--- config.mk ---
export PLATFORM = sky130hd
export DESIGN_NAME = axis_pkt_mux
export DESIGN_NICKNAME = d
export VERILOG_FILES = /design/src/common/arb_pkg.sv /design/src/common/axis_pkg.sv /design/src/axis_mux/axis_pkt_mux.sv /design/src/axis_mux/axis_egress_stage.sv /design/src/axis_mux/pkt_arbiter.sv /design/src/logic/axis_ingress_pipe.sv
export SDC_FILE = /design/constraint.sdc
export NUM_CORES = 1
export LEC_CHECK = 0
export ABC_AREA = 0
export CAP_MARGIN = 30
export CORE_MARGIN = 10
export CORE_UTILIZATION = 65
export CTS_BUF_LIST = sky130_fd_sc_hd__clkbuf_2
export DETAILED_ROUTE_END_ITERATION = 16
export DONT_BUFFER_PORTS = 1
export PLACE_DENSITY = 0.81
export SYNTH_ARGS = -nofsm -noshare
export SYNTH_HDL_FRONTEND = slang
export SYNTH_HIERARCHICAL = 1
export SYNTH_SLANG_ARGS = --single-unit
--- constraint.sdc ---
create_clock -name aclk -period 13.9 [get_ports aclk]
set_input_delay 2.085 -clock aclk [delete_from_list [all_inputs] [get_ports aclk]]
set_output_delay 2.085 -clock aclk [all_outputs]
set_load 0.05 [all_outputs]
--- src/common/arb_pkg.sv ---
// --------------------
// arbitration enums for the packet arbiter.
// the mode is fixed at elaboration through a module parameter.
// --------------------

package arb_pkg;

   // arbitration mode.
   // ARB_RR waits on the port whose turn it is.
   // ARB_WCRR skips ports with nothing to send.
   typedef enum logic {
      ARB_RR   = 1'b0,
      ARB_WCRR = 1'b1
   } arb_mode_e;

   // arbiter lock state.
   // ARB_LOCKED holds the grant until the tlast beat is taken.
   typedef enum logic {
      ARB_IDLE   = 1'b0,
      ARB_LOCKED = 1'b1
   } arb_state_e;

endpackage : arb_pkg

--- src/common/axis_pkg.sv ---
// --------------------
// stream beat layout shared by every block that carries AXI4-Stream data.
// tvalid and tready stay outside the struct and travel as separate wires.
// widths are fixed here, so the whole design shares one beat format.
// --------------------

package axis_pkg;

   // --------------------
   // field widths
   // --------------------

   // data bytes per beat.
   localparam int DATA_BYTES = 4;
   // side field widths.
   localparam int TID_W      = 2;
   localparam int TDEST_W    = 2;
   localparam int TUSER_W    = 4;

   // --------------------
   // field types
   // --------------------

   typedef logic [TID_W-1:0]   tid_t;
   typedef logic [TDEST_W-1:0] tdest_t;
   typedef logic [TUSER_W-1:0] tuser_t;

   // one beat of payload and sideband.
   // tdata is byte addressed, byte 0 in the low bits.
   typedef struct packed {
      logic [DATA_BYTES-1:0][7:0] tdata;
      logic [DATA_BYTES-1:0]      tkeep;
      logic                       tlast;
      tid_t                       tid;
      tdest_t                     tdest;
      tuser_t                     tuser;
   } axis_beat_t;

endpackage : axis_pkg
--- src/axis_mux/axis_pkt_mux.sv ---
// --------------------
// AXI4-Stream packet mux, N_PORTS ingress onto one egress.
// all ports share aclk. N_PORTS must be at least 2.
// minimum latency is two cycles, packets never interleave.
// --------------------

`timescale 1ns/1ps

module axis_pkt_mux #(
   parameter int                 N_PORTS = 3,
   parameter arb_pkg::arb_mode_e MODE    = arb_pkg::ARB_WCRR
) (
   input  logic                                aclk,
   input  logic                                arst_n,
   input  logic [N_PORTS-1:0]                  in_valid,
   output logic [N_PORTS-1:0]                  in_ready,
   input  axis_pkg::axis_beat_t [N_PORTS-1:0]  in_beat,
   output logic                                out_valid,
   input  logic                                out_ready,
   output axis_pkg::axis_beat_t                out_beat
);
   import axis_pkg::*;

   // --------------------
   // internal wiring
   // --------------------
   logic [N_PORTS-1:0]               pipe_valid;
   logic [N_PORTS-1:0]               pipe_ready;
   axis_beat_t [N_PORTS-1:0]         pipe_beat;
   // tlast of each buffered beat, for the arbiter.
   logic [N_PORTS-1:0]               pipe_last;
   logic [$clog2(N_PORTS)-1:0]       sel;
   logic                             sel_valid;
   logic                             take;

   // one skid buffer per ingress port.
   for (genvar g = 0; g < N_PORTS; g++) begin : g_port
      axis_ingress_pipe u_pipe (
         .aclk       (aclk),
         .arst_n     (arst_n),
         .in_valid   (in_valid[g]),
         .in_ready   (in_ready[g]),
         .in_beat    (in_beat[g]),
         .pipe_valid (pipe_valid[g]),
         .pipe_ready (pipe_ready[g]),
         .pipe_beat  (pipe_beat[g])
      );
      assign pipe_last[g] = pipe_beat[g].tlast;
   end

   pkt_arbiter #(.N_PORTS(N_PORTS), .MODE(MODE)) u_arb (
      .aclk      (aclk),
      .arst_n    (arst_n),
      .req       (pipe_valid),
      .req_last  (pipe_last),
      .take      (take),
      .sel       (sel),
      .sel_valid (sel_valid)
   );

   // merges beats from the pipes with the grant.
   axis_egress_stage #(.N_PORTS(N_PORTS)) u_egress (
      .aclk       (aclk),
      .arst_n     (arst_n),
      .pipe_valid (pipe_valid),
      .pipe_beat  (pipe_beat),
      .pipe_ready (pipe_ready),
      .sel        (sel),
      .sel_valid  (sel_valid),
      .take       (take),
      .out_valid  (out_valid),
      .out_ready  (out_ready),
      .out_beat   (out_beat)
   );

endmodule : axis_pkt_mux

--- src/axis_mux/axis_egress_stage.sv ---
// --------------------
// egress register for the packet mux.
// only the granted port sees pipe_ready.
// one cycle from take to out_valid.
// --------------------

`timescale 1ns/1ps

module axis_egress_stage #(
   parameter int N_PORTS = 3
) (
   input  logic                                aclk,
   input  logic                                arst_n,
   input  logic [N_PORTS-1:0]                  pipe_valid,
   input  axis_pkg::axis_beat_t [N_PORTS-1:0]  pipe_beat,
   output logic [N_PORTS-1:0]                  pipe_ready,
   input  logic [$clog2(N_PORTS)-1:0]          sel,
   input  logic                                sel_valid,
   output logic                                take,
   output logic                                out_valid,
   input  logic                                out_ready,
   output axis_pkg::axis_beat_t                out_beat
);
   import axis_pkg::*;

   // beat of the granted port.
   axis_beat_t sel_beat;
   // register empty or draining this cycle.
   logic       can_accept;

   assign sel_beat   = pipe_beat[sel];
   assign can_accept = !out_valid || out_ready;
   assign take       = sel_valid && pipe_valid[sel] && can_accept;

   // --------------------
   // ready fan-out
   // --------------------
   for (genvar g = 0; g < N_PORTS; g++) begin : g_ready
      assign pipe_ready[g] = can_accept && sel_valid && (int'(sel) == g);
   end

   // output valid.
   always_ff @(posedge aclk or negedge arst_n) begin
      if (!arst_n) begin
         out_valid <= 1'b0;
      end else if (can_accept) begin
         out_valid <= take;
      end
   end

   // output payload.
   always_ff @(posedge aclk) begin
      if (take) out_beat <= sel_beat;
   end

   // held beat waits for out_ready, per AXI4-Stream.
   a_out_hold : assert property (@(posedge aclk) disable iff (!arst_n)
      out_valid && !out_ready |=> out_valid && $stable(out_beat));

endmodule : axis_egress_stage

--- src/axis_mux/pkt_arbiter.sv ---
// --------------------
// packet-locked round-robin arbiter.
// N_PORTS must be at least 2.
// the grant is held from the first beat of a packet through its tlast beat.
// in idle state sel follows req in the same cycle.
// --------------------

`timescale 1ns/1ps

module pkt_arbiter #(
   parameter int                 N_PORTS = 3,
   parameter arb_pkg::arb_mode_e MODE    = arb_pkg::ARB_WCRR
) (
   input  logic                       aclk,
   input  logic                       arst_n,
   input  logic [N_PORTS-1:0]         req,
   input  logic [N_PORTS-1:0]         req_last,
   input  logic                       take,
   output logic [$clog2(N_PORTS)-1:0] sel,
   output logic                       sel_valid
);
   import arb_pkg::*;

   localparam int SEL_W = $clog2(N_PORTS);

   arb_state_e       state;
   logic [SEL_W-1:0] lock_port;
   // the search starts after the last port granted.
   logic [SEL_W-1:0] ptr;

   logic [SEL_W-1:0] pick;
   logic             pick_valid;

   // port at base plus offset wrapped at N_PORTS.
   function automatic logic [SEL_W-1:0] wrap_port(input logic [SEL_W-1:0] base,
                                                  input int offset);
      int sum;
      sum = int'(base) + offset;
      return SEL_W'(sum % N_PORTS);
   endfunction

   // --------------------
   // idle choice
   // --------------------
   always_comb begin
      pick       = wrap_port(ptr, 1);
      pick_valid = req[pick];
      if (MODE == ARB_WCRR) begin
         pick_valid = 1'b0;
         // walk downward so the nearest port after ptr wins.
         for (int i = N_PORTS; i >= 1; i--) begin
            if (req[wrap_port(ptr, i)]) begin
               pick       = wrap_port(ptr, i);
               pick_valid = 1'b1;
            end
         end
      end
   end

   // a locked packet keeps its port and a bubble only drops sel_valid.
   assign sel       = (state == ARB_LOCKED) ? lock_port : pick;
   assign sel_valid = (state == ARB_LOCKED) ? req[lock_port] : pick_valid;

   // --------------------
   // lock and pointer
   // --------------------
   always_ff @(posedge aclk or negedge arst_n) begin
      if (!arst_n) begin
         state     <= ARB_IDLE;
         lock_port <= '0;
         ptr       <= SEL_W'(N_PORTS - 1);
      end else if (take) begin
         if (req_last[sel]) begin
            // the next search starts after the port that just finished.
            state <= ARB_IDLE;
            ptr   <= sel;
         end else begin
            state     <= ARB_LOCKED;
            lock_port <= sel;
         end
      end
   end

   // no port switch inside a packet.
   a_lock_hold : assert property (@(posedge aclk) disable iff (!arst_n)
      ((state == ARB_LOCKED) || take) && !(take && req_last[sel]) |=> $stable(sel));

   // an idle work-conserving arbiter grants a waiting port as soon as any port asks.
   a_grant_req : assert property (@(posedge aclk) disable iff (!arst_n)
      (MODE == ARB_WCRR) && (state == ARB_IDLE) && (|req) |-> sel_valid && req[sel]);

endmodule : pkt_arbiter

--- src/logic/axis_ingress_pipe.sv ---
// --------------------
// two-entry skid buffer for one AXI4-Stream port.
// in_ready is a register and never follows pipe_ready in the same cycle.
// in_ready stays low for one cycle after reset is released.
// --------------------

`timescale 1ns/1ps

module axis_ingress_pipe (
   input  logic                  aclk,
   input  logic                  arst_n,
   input  logic                  in_valid,
   output logic                  in_ready,
   input  axis_pkg::axis_beat_t  in_beat,
   output logic                  pipe_valid,
   input  logic                  pipe_ready,
   output axis_pkg::axis_beat_t  pipe_beat
);
   import axis_pkg::*;

   // skid entry used only when the main entry is stalled.
   axis_beat_t skid_beat;
   logic       skid_valid;

   logic in_fire;
   logic main_valid_nxt;
   logic skid_valid_nxt;
   logic load_from_in;
   logic load_from_skid;
   logic load_skid;

   assign in_fire = in_valid && in_ready;

   // --------------------
   // next state
   // --------------------
   always_comb begin
      main_valid_nxt = pipe_valid;
      skid_valid_nxt = skid_valid;
      load_from_in   = 1'b0;
      load_from_skid = 1'b0;
      load_skid      = 1'b0;
      // main entry is free or drains this cycle.
      if (!pipe_valid || pipe_ready) begin
         if (skid_valid) begin
            // in_ready is low while the skid entry is full.
            main_valid_nxt = 1'b1;
            load_from_skid = 1'b1;
            skid_valid_nxt = 1'b0;
         end else begin
            main_valid_nxt = in_fire;
            load_from_in   = in_fire;
         end
      end else if (in_fire) begin
         // the main entry is stalled so the new beat parks in the skid entry.
         skid_valid_nxt = 1'b1;
         load_skid      = 1'b1;
      end
   end

   // control state.
   always_ff @(posedge aclk or negedge arst_n) begin
      if (!arst_n) begin
         pipe_valid <= 1'b0;
         skid_valid <= 1'b0;
         in_ready   <= 1'b0;
      end else begin
         pipe_valid <= main_valid_nxt;
         skid_valid <= skid_valid_nxt;
         // accept again only while the skid entry is empty.
         in_ready   <= !skid_valid_nxt;
      end
   end

   // payload registers.
   always_ff @(posedge aclk) begin
      if (load_from_skid) pipe_beat <= skid_beat;
      else if (load_from_in) pipe_beat <= in_beat;
      if (load_skid) skid_beat <= in_beat;
   end

   // a stalled beat holds until the egress stage takes it.
   a_stall_stable : assert property (@(posedge aclk) disable iff (!arst_n)
      pipe_valid && !pipe_ready |=> pipe_valid && $stable(pipe_beat));

endmodule : axis_ingress_pipe

==> impl_metrics.json, run 1 <==
{
  "status": "finished clean",
  "nFillCells": 1308,
  "sequentialPowerShare_pct": 52.1,
  "io_buffers": 0,
  "hpwl_um": 17500,
  "die_w_um": 165,
  "hold_violations": 0,
  "p_per_area_nw_per_um2": 268,
  "clockPowerShare_pct": 15.1,
  "synthFlopType": "edfxtp_1",
  "hold_class": "flip-flop to flip-flop",
  "crit_top_cell": "inv_1",
  "fin_crit_ps": 4380,
  "leakagePower_uw": 0.00556,
  "clkTransAtPathRegs_ps": 120,
  "async_reset_ff_share_pct": 4.55,
  "cts_hold_buf": 0,
  "fin_tns_setup_ps": 0,
  "syn_area_um2": 13700,
  "intPower_uw": 2370,
  "ios": 190,
  "drt_iter0_drc": 526,
  "rsz0062_at_grt": "false",
  "fmax_mhz": 228,
  "num_vias": 6733,
  "syn2layout_area_growth_pct": 6.55,
  "drv_cap": 0,
  "critPathArrivalTime_ps": 5100,
  "dieArea_um2": 27300,
  "final_common_cell": "edfxtp_1",
  "core-area_um2": 20900,
  "final_nets": 951,
  "layout-drive-gt1-share_pct": 34.3,
  "finalClockSkew_ps": 66.7,
  "slew_headroom_pct": 34.6,
  "cp_slowest_stage_delay_ps": 660,
  "synth_warnings": 6,
  "grt_max_degree": 51,
  "routed_wl_um": 28100,
  "crit_path_end_kind": "flip-flop",
  "post_drt_wl_per_cell_um": 24.7,
  "row_count": 53,
  "postCtsSetupRepairBufs": 0,
  "synth_cells": 744,
  "clk_path_buf_depth": 3,
  "synth_top_cell_area_share_pct": 69.0,
  "drt_pre_antenna_iters": 5,
  "worstSetupPathType": "flip-flop to flip-flop",
  "final-setup-viol-count": 0,
  "synth_nets": 889,
  "switching_share_pct": 39.4,
  "cts_made_buffers": 81,
  "crit_required_ps": 14620,
  "grt_pass1_wl_um": 42400,
  "yosys.area.top_type": "edfxtp_1",
  "antenna_found_initial": 1,
  "drv_slew": 0,
  "critPathMaxFanout": 44,
  "grt_pass1_vias": 7343,
  "synth_edf_count": 315,
  "viasPerCell": 5.91,
  "synth_area_leaders": "edfxtp_1, mux2_4, mux2i_1",
  "cp-start-kind": "flip-flop",
  "irDropWorstVdd_v": 0.000186,
  "stdcell_count": 1139,
  "yosysUniqueCellTypes": 47,
  "place.gp.congestion": 0.830,
  "cts.htree.levels": 3,
  "drc": 0,
  "start_util_pct": 65.6,
  "grtUsageTotal_pct": 20.7,
  "cts-root-buf": "clkbuf_2",
  "syn_area_per_cell_um2": 18.4,
  "synth_seq_cells": 330,
  "grt_remaining_overflow": 0,
  "cts_resized": 0,
  "final_cell_mix": "edfxtp_1, mux2_4, clkbuf_2",
  "ant_nets": 0,
  "power_frac_comb_pct": 32.8,
  "dp.cells": 998,
  "power_switching_uw": 1540,
  "yosysSeqAreaShare_pct": 71.7,
  "cp_slowest_cell": "buf_4",
  "cts_tree": "done",
  "tightest_slew_ps": 979,
  "path_cells": "inv_1, ha_1, a2111oi_0, a31oi_1, o221ai_4, mux2i_1, a211oi_4, buf_4, inv_1, a21oi_1, o21ai_1, o2bb2ai_1",
  "numClockSinks": 330,
  "worstSkewPairLatency_ps": 840,
  "fp.dieH_um": 165,
  "period_share_pct": 31.5
}
cell families (layout without fill, tap and decap cells):
kind of cell	after synthesis	after routing	share of synthesized area [%]
adder cells (fa/ha/maj)	4	4	0.365
other	0	2	0
AO/OA/AOI/OAI	85	85	3.77
multiplexers	186	186	18.2
AND/OR/NAND/NOR	92	92	3.31
buffers and inverters	47	165	2.63
flip-flops	330	330	71.7
path summary, 6_finish.rpt:
path,from,endpoint,slack [ps],cells past startpoint
worst max-delay path,u_arb/ptr[1],u_arb/lock_port[1],9520,12
worst min-delay path,g_port[2].u_pipe/skid_beat[2],g_port[2].u_pipe/pipe_beat[2],500,1
worst max register to register,u_arb/ptr[1],u_arb/lock_port[1],9520,12
worst min register to register,g_port[2].u_pipe/skid_beat[2],g_port[2].u_pipe/pipe_beat[2],500,1
max in group asynchronous,arst_n,u_arb/ptr[1],12800,0
min in group asynchronous,arst_n,u_arb/lock_port[1],940,0
state kept, by name (all words and copies together) (netlist names):
name / cells
g_port.u_pipe/skid_beat: 135
u_arb/ptr: 2
u_egress/out_beat: 45
g_port.u_pipe/pipe_beat: 135
u_arb/lock_port: 2
g_port.u_pipe/pipe_valid: 3
u_egress/out_valid: 1
g_port.u_pipe/in_ready: 3
u_arb/state: 1
g_port.u_pipe/skid_valid: 3
Yosys cell counts (2+ instances only):
cell / number
clkbuf_1: 3
ha_1: 4
o21ai_0: 5
nand2b_4: 4
o22ai_1: 2
dfrtp_1: 14
mux2_2: 17
o21ai_1: 47
inv_1: 16
edfxtp_1: 315
nand2b_1: 4
a21oi_1: 12
buf_4: 6
nand2_4: 3
mux2i_1: 48
buf_2: 2
buf_6: 19
mux2_4: 120
nor2_1: 9
or2_2: 3
a31oi_1: 3
o21a_1: 2
nor3_1: 5
nand2_1: 57
nand3_1: 2
worst max-delay path: cells and delay by family (launching register included):
family	cells	cell delay, ps
flip-flops	1	590
buffers and inverters	3	940
adder cells (fa/ha/maj)	1	290
AO/OA/AOI/OAI	7	2190
multiplexers	1	250
power by group through the flow:
stage | Clock, µW | Sequential [µW] | Combinational, µW
floorplan | 0 | 2030 | 1010
global placement | 0 | 2050 | 1220
detailed placement | 0 | 2060 | 1290
CTS | 611 | 2040 | 1290
global route | 669 | 2070 | 1390
finish | 590 | 2040 | 1280
layer usage:
metal / global-route usage (%) / vias up / share of wire [%]
li1: - / 3033 / -
met1: 23.9 / 3327 / 37
met2: 34.3 / 330 / 50
met3: 8.73 / 43 / 11
met4: 7.29 / 0 / 1.7
met5: 0 / - / 0
layout make-up:
class / instances / area [µm²] / area share, %
clock inverter: 24 / 98.8 / 0.676
inverter: 16 / 60.1 / 0.411
clock buffer: 115 / 576 / 3.94
antenna: 2 / 5.00 / 0.0343
tap: 275 / 344 / 2.35
multi-input combinational: 367 / 3600 / 24.7
sequential: 330 / 9840 / 67.3
timing repair buffer: 10 / 87.6 / 0.599
metrics by stage:
| stage | util [%] | setup slack [ps] | total power (µW) | area, µm² | hold WS [ps] |
|---|---|---|---|---|---|
| after CTS | 69.9 | 9640 | 3950 | 14600 | 505 |
| after detailed placement | 66.7 | 9610 | 3360 | 13900 | 512 |
| final | 69.9 | 9520 | 3910 | 14600 | 505 |
| after floorplan | - | 6830 | 3040 | 13700 | 502 |
| after global routing | 69.9 | 9350 | 4130 | 14600 | 531 |
| after global placement | 66.6 | 9670 | 3260 | 13900 | 509 |
No activity file was read; power rests on OpenSTA's default activity.
==> run 2, diff against run 1 <==
--- a/config.mk
+++ b/config.mk
@@ -8,11 +8,11 @@
 export ABC_AREA = 0
 export CAP_MARGIN = 30
 export CORE_MARGIN = 10
-export CORE_UTILIZATION = 65
+export CORE_UTILIZATION = 59
 export CTS_BUF_LIST = sky130_fd_sc_hd__clkbuf_2
 export DETAILED_ROUTE_END_ITERATION = 16
 export DONT_BUFFER_PORTS = 1
-export PLACE_DENSITY = 0.81
+export PLACE_DENSITY = 0.78
 export SYNTH_ARGS = -nofsm -noshare
 export SYNTH_HDL_FRONTEND = slang
 export SYNTH_HIERARCHICAL = 1
==> constraint.sdc (replaced) <==
create_clock -name aclk -period 3.9 [get_ports aclk]
set_input_delay 0.585 -clock aclk [delete_from_list [all_inputs] [get_ports aclk]]
set_output_delay 0.585 -clock aclk [all_outputs]
set_load 0.05 [all_outputs]
==> impl_metrics.json, run 2 (synthesis gave the netlist of run 1 again) <==
{
  "worstSkewPairLatency_ps": 860,
  "cts-root-buf": "clkbuf_2",
  "place.gp.congestion": 0.789,
  "hold_class": "primary input to flip-flop",
  "status": "finished clean",
  "hold_violations": 0,
  "core-area_um2": 22800,
  "fin_crit_ps": 3480,
  "utilization_pct": 71.4,
  "post_drt_wl_per_cell_um": 24.1,
  "crit_required_ps": 4460,
  "routed_wl_um": 32100,
  "switching_share_pct": 39.7,
  "grtUsageTotal_pct": 22.0,
  "cts_made_buffers": 80,
  "clockPowerShare_pct": 15.7,
  "drv_cap": 0,
  "numClockSinks": 330,
  "stdcell_count": 1333,
  "period_share_pct": 89.3,
  "cp-start-kind": "flip-flop",
  "p_per_area_nw_per_um2": 893,
  "finalClockSkew_ps": 86.8,
  "worstSetupPathType": "flip-flop to flip-flop",
  "antenna_found_initial": 3,
  "critPathArrivalTime_ps": 4050,
  "leakagePower_uw": 0.00625,
  "drt_pre_antenna_iters": 5,
  "hpwl_um": 19300,
  "power_frac_comb_pct": 34.0,
  "cts.htree.levels": 3,
  "fp.dieH_um": 172,
  "clk_path_buf_depth": 3,
  "ant_nets": 0,
  "irDropWorstVdd_v": 0.000724,
  "start_util_pct": 60.2,
  "cts_resized": 0,
  "viasPerCell": 5.48,
  "whs_ps": 169,
  "tightest_slew_ps": 753,
  "drv_slew": 0,
  "crit_path_end_kind": "flip-flop",
  "reg_top3": "g_port.u_pipe/pipe_beat: 135 flops, g_port.u_pipe/skid_beat: 135 flops, u_egress/out_beat: 45 flops",
  "drc": 0,
  "power_switching_uw": 5780,
  "fmax_mhz": 287,
  "critPathMaxFanout": 25,
  "dieArea_um2": 29700,
  "cts_tree": "done",
  "ios": 190,
  "die_w_um": 172,
  "syn2layout_area_growth_pct": 18.7,
  "num_vias": 7302,
  "nFillCells": 1460,
  "layout-drive-gt1-share_pct": 31.9,
  "final-setup-viol-count": 0,
  "total_power_uw": 14500,
  "slew_headroom_pct": 49.6,
  "final_common_cell": "edfxtp_1",
  "drt_iter0_drc": 414,
  "dp.cells": 1048,
  "final_nets": 1101,
  "grt_max_degree": 46,
  "grt_pass1_vias": 8328,
  "clkTransAtPathRegs_ps": 100,
  "final_cell_mix": "edfxtp_1, dlygate4sd3_1, clkbuf_2",
  "grt_pass1_wl_um": 48400,
  "sequentialPowerShare_pct": 50.2,
  "row_count": 55,
  "rsz0062_at_grt": "false",
  "grt_remaining_overflow": 0,
  "intPower_uw": 8760,
  "io_buffers": 0
}
-- run 2: layer usage --
metal / global-route usage [%] / part of all wire [%] / up-vias
met2: 39.0 / 54 / 264
met5: 0 / 0 / -
met3: 6.68 / 6.5 / 45
met1: 24.2 / 37 / 3667
li1: - / - / 3326
met4: 8.36 / 2.2 / 0
-- run 2: final cells by class --
cell class | instances | area (µm²) | share of cell area [%]
clock buffer | 125 | 626 | 3.84
antenna | 3 | 7.51 | 0.0461
multi-input combinational | 367 | 3630 | 22.3
tap | 313 | 392 | 2.41
sequential | 330 | 9840 | 60.4
inverter | 16 | 60.1 | 0.369
clock inverter | 18 | 113 | 0.692
timing repair buffer | 161 | 1610 | 9.87
-- run 2: final timing paths --
| kind | endpoint | cells after the start | slack, ps | from |
|---|---|---|---|---|
| min in group asynchronous | g_port[1].u_pipe/pipe_valid | 1 | 270 | arst_n |
| max in group asynchronous | g_port[0].u_pipe/in_ready | 1 | 3120 | arst_n |
| worst min register to register | u_egress/out_beat[4] | 2 | 520 | g_port[2].u_pipe/pipe_beat[4] |
| worst max register to register | g_port[0].u_pipe/pipe_beat[0] | 13 | 420 | u_arb/ptr[0] |
| worst min-delay path | u_egress/out_valid | 2 | 170 | out_ready |
| worst max-delay path | g_port[0].u_pipe/pipe_beat[0] | 13 | 420 | u_arb/ptr[0] |
-- run 2: worst max-delay path, cell delays in order, from the launching register on --
cell,delay (ps)
dfrtp_1,420
inv_1,110
ha_4,340
nand2b_1,110
a21boi_4,210
nor2_2,70
o31a_4,380
inv_2,80
buf_4,260
nor3_1,120
nand2b_4,190
nand2_4,90
buf_4,430
mux2_2,400
-- run 2: per-stage QoR --
step | setup TNS (ps) | instance area [µm²] | setup slack, ps
6_report | 0 | 16300 | 418
5_1_grt | 0 | 16300 | 141
4_1_cts | 0 | 16300 | 398
3_5_place_dp | 0 | 14100 | 423
3_3_place_gp | 0 | 14100 | 522
2_1_floorplan | -3130 | 13800 | -301
-- run 2: power by group through the flow --
| stage | clock network, µW | registers [µW] | logic [µW] |
|---|---|---|---|
| 2_1_floorplan | 0 | 7170 | 3680 |
| 3_3_place_gp | 0 | 7310 | 4620 |
| 3_5_place_dp | 0 | 7370 | 4790 |
| 4_1_cts | 2300 | 7300 | 4930 |
| 5_1_grt | 2540 | 7420 | 5310 |
| 6_report | 2280 | 7300 | 4950 |
-- run 2: what timing repair did --
item / CTS / global route
setup buffers: 0 / 0
hold buffers: 139 / 0
endpoints found under the setup margin: 0 / 0
hold endpoints to repair: 288 / 0
==> run 3, diff against run 2 <==
--- a/config.mk
+++ b/config.mk
@@ -8,11 +8,11 @@
 export ABC_AREA = 0
 export CAP_MARGIN = 30
 export CORE_MARGIN = 10
-export CORE_UTILIZATION = 59
+export CORE_UTILIZATION = 55
 export CTS_BUF_LIST = sky130_fd_sc_hd__clkbuf_2
 export DETAILED_ROUTE_END_ITERATION = 16
 export DONT_BUFFER_PORTS = 1
-export PLACE_DENSITY = 0.78
+export PLACE_DENSITY = 0.73
 export SYNTH_ARGS = -nofsm -noshare
 export SYNTH_HDL_FRONTEND = slang
 export SYNTH_HIERARCHICAL = 1
==> impl_metrics.json, run 3 (synthesis gave the netlist of run 1 again) <==
{
  "irDropWorstVdd_v": 0.000533,
  "ant_nets": 0,
  "r2r-end": "g_port[1].u_pipe/pipe_beat[2]",
  "final_cell_mix": "edfxtp_1, dlygate4sd3_1, clkbuf_2",
  "drv_slew": 0,
  "crit_path_end_kind": "flip-flop",
  "cts-root-buf": "clkbuf_2",
  "numClockSinks": 330,
  "finalClockSkew_ps": 95.5,
  "worstSkewPairLatency_ps": 890,
  "core-area_um2": 24500,
  "row_count": 57,
  "fin_crit_ps": 3640,
  "final_common_cell": "edfxtp_1",
  "cp_num_buf_inv": 4,
  "place.gp.congestion": 0.833,
  "post_drt_wl_per_cell_um": 23.7,
  "whs_ps": 240,
  "hold_class": "primary input to async pin",
  "cp_slowest_cell": "dfrtp_1",
  "grt_remaining_overflow": 0,
  "viasPerCell": 5.49,
  "post-place-ws_ps": 152,
  "ios": 190,
  "r2r_cells": 13,
  "grt_pass1_wl_um": 48100,
  "drt_pre_antenna_iters": 5,
  "critPathMaxFanout": 35,
  "clk_path_buf_depth": 3,
  "start_util_pct": 56.1,
  "cts_tree": "done",
  "rsz0062_at_grt": "false",
  "cts_made_buffers": 83,
  "final_nets": 1107,
  "grt_max_degree": 46,
  "clkTransAtPathRegs_ps": 100,
  "tightest_slew_ps": 755,
  "r2r_start": "u_arb/ptr[0]",
  "reg_top3": "g_port.u_pipe/pipe_beat: 135 flops, g_port.u_pipe/skid_beat: 135 flops, u_egress/out_beat: 45 flops",
  "p_per_area_nw_per_um2": 890,
  "worstSetupPathType": "flip-flop to flip-flop",
  "drv_cap": 0,
  "cp-start-kind": "flip-flop",
  "setup_ws_ps": 265,
  "fp.dieH_um": 178,
  "fmax_mhz": 275,
  "period_share_pct": 93.2,
  "nFillCells": 1658,
  "cts.htree.levels": 3,
  "cp_top_family": "buffers and inverters",
  "layout-drive-gt1-share_pct": 31.5,
  "antenna_found_initial": 3,
  "status": "finished clean",
  "final-setup-viol-count": 0,
  "hpwl_um": 19400,
  "slew_headroom_pct": 49.5,
  "r2r_slack_ps": 260,
  "syn2layout_area_growth_pct": 19.0,
  "dieArea_um2": 31600,
  "leakagePower_uw": 0.00626,
  "critPathArrivalTime_ps": 4200,
  "path_cells": "inv_1, ha_4, nand2b_1, a21boi_4, nor2_2, o31a_4, inv_2, buf_4, nor3_2, nand2b_4, nand2_4, buf_12, mux2_2",
  "crit_required_ps": 4460,
  "cp_slowest_stage_delay_ps": 450,
  "grt_pass1_vias": 8148,
  "hold_violations": 0,
  "grtUsageTotal_pct": 20.1,
  "die_w_um": 178,
  "fin_tns_setup_ps": 0,
  "num_vias": 7393,
  "routed_wl_um": 31900,
  "drt_iter0_drc": 460,
  "drc": 0,
  "io_buffers": 0
}
==> run 3: how the worst max path moves through the flow <==
stage               cells past startpoint    startpoint                              to
floorplan                              14  u_arb/ptr[1]                    u_arb/ptr[0]
global placement                       11  u_arb/ptr[1]  g_port[2].u_pipe/pipe_beat[44]
detailed placement                     12  u_arb/ptr[0]   g_port[2].u_pipe/pipe_beat[0]
CTS                                    12  u_arb/ptr[0]  g_port[2].u_pipe/pipe_beat[10]
global route                           13  u_arb/ptr[1]  g_port[1].u_pipe/pipe_beat[17]
finish                                 13  u_arb/ptr[0]   g_port[1].u_pipe/pipe_beat[2]
==> run 3: layout make-up <==
cell class	instances	area (µm²)	area share, %
Antenna cell	3	7.51	0.0460
Timing Repair Buffer	163	1640	10.0
Clock inverter	22	115	0.705
Inverter	16	60.1	0.368
Tap cell	324	405	2.48
Multi-Input combinational cell	368	3660	22.4
Sequential cell	330	9840	60.3
Clock buffer	121	606	3.71
==> run 3: metrics by stage <==
step | cells | area, µm² | power, µW | util (%)
floorplan | 744 | 13800 | 10900 | -
global placement | 1060 | 14200 | 11900 | 57.9
CTS | 1343 | 16300 | 14500 | 66.6
global route | 1347 | 16300 | 15200 | 66.7
finish | 1347 | 16300 | 14500 | 66.7
detailed placement | 1060 | 14200 | 12200 | 57.9
==> run 3: routing by layer <==
| layer | wire length, µm | global-route usage, % |
|---|---|---|
| met2 | 16500 | 34.1 |
| met3 | 2160 | 5.76 |
| met5 | 0 | 0 |
| met1 | 12500 | 23.9 |
| met4 | 794 | 7.50 |
==> run 3: worst reg2reg max path: cells and delay by family, from the launching register on <==
| family | cells | cell delay (ps) |
|---|---|---|
| buf+inv | 4 | 860 |
| fa+ha+maj | 1 | 350 |
| compound gates | 2 | 610 |
| flops | 1 | 450 |
| mux | 1 | 410 |
| simple gates | 5 | 730 |
==> run 3: repair_timing <==
action / CTS / global route
hold buffers: 140 / 0
setup endpoints to repair: 0 / 53
buffers inserted: 0 / 0
gates resized for setup: 0 / 3
hold endpoints to repair: 289 / 0
==> run 3: where the power goes <==
part	switching [µW]	leakage (µW)	internal, µW
registers	1460	0.00311	5820
clock network	1360	0.000560	889
logic	2970	0.00259	2040
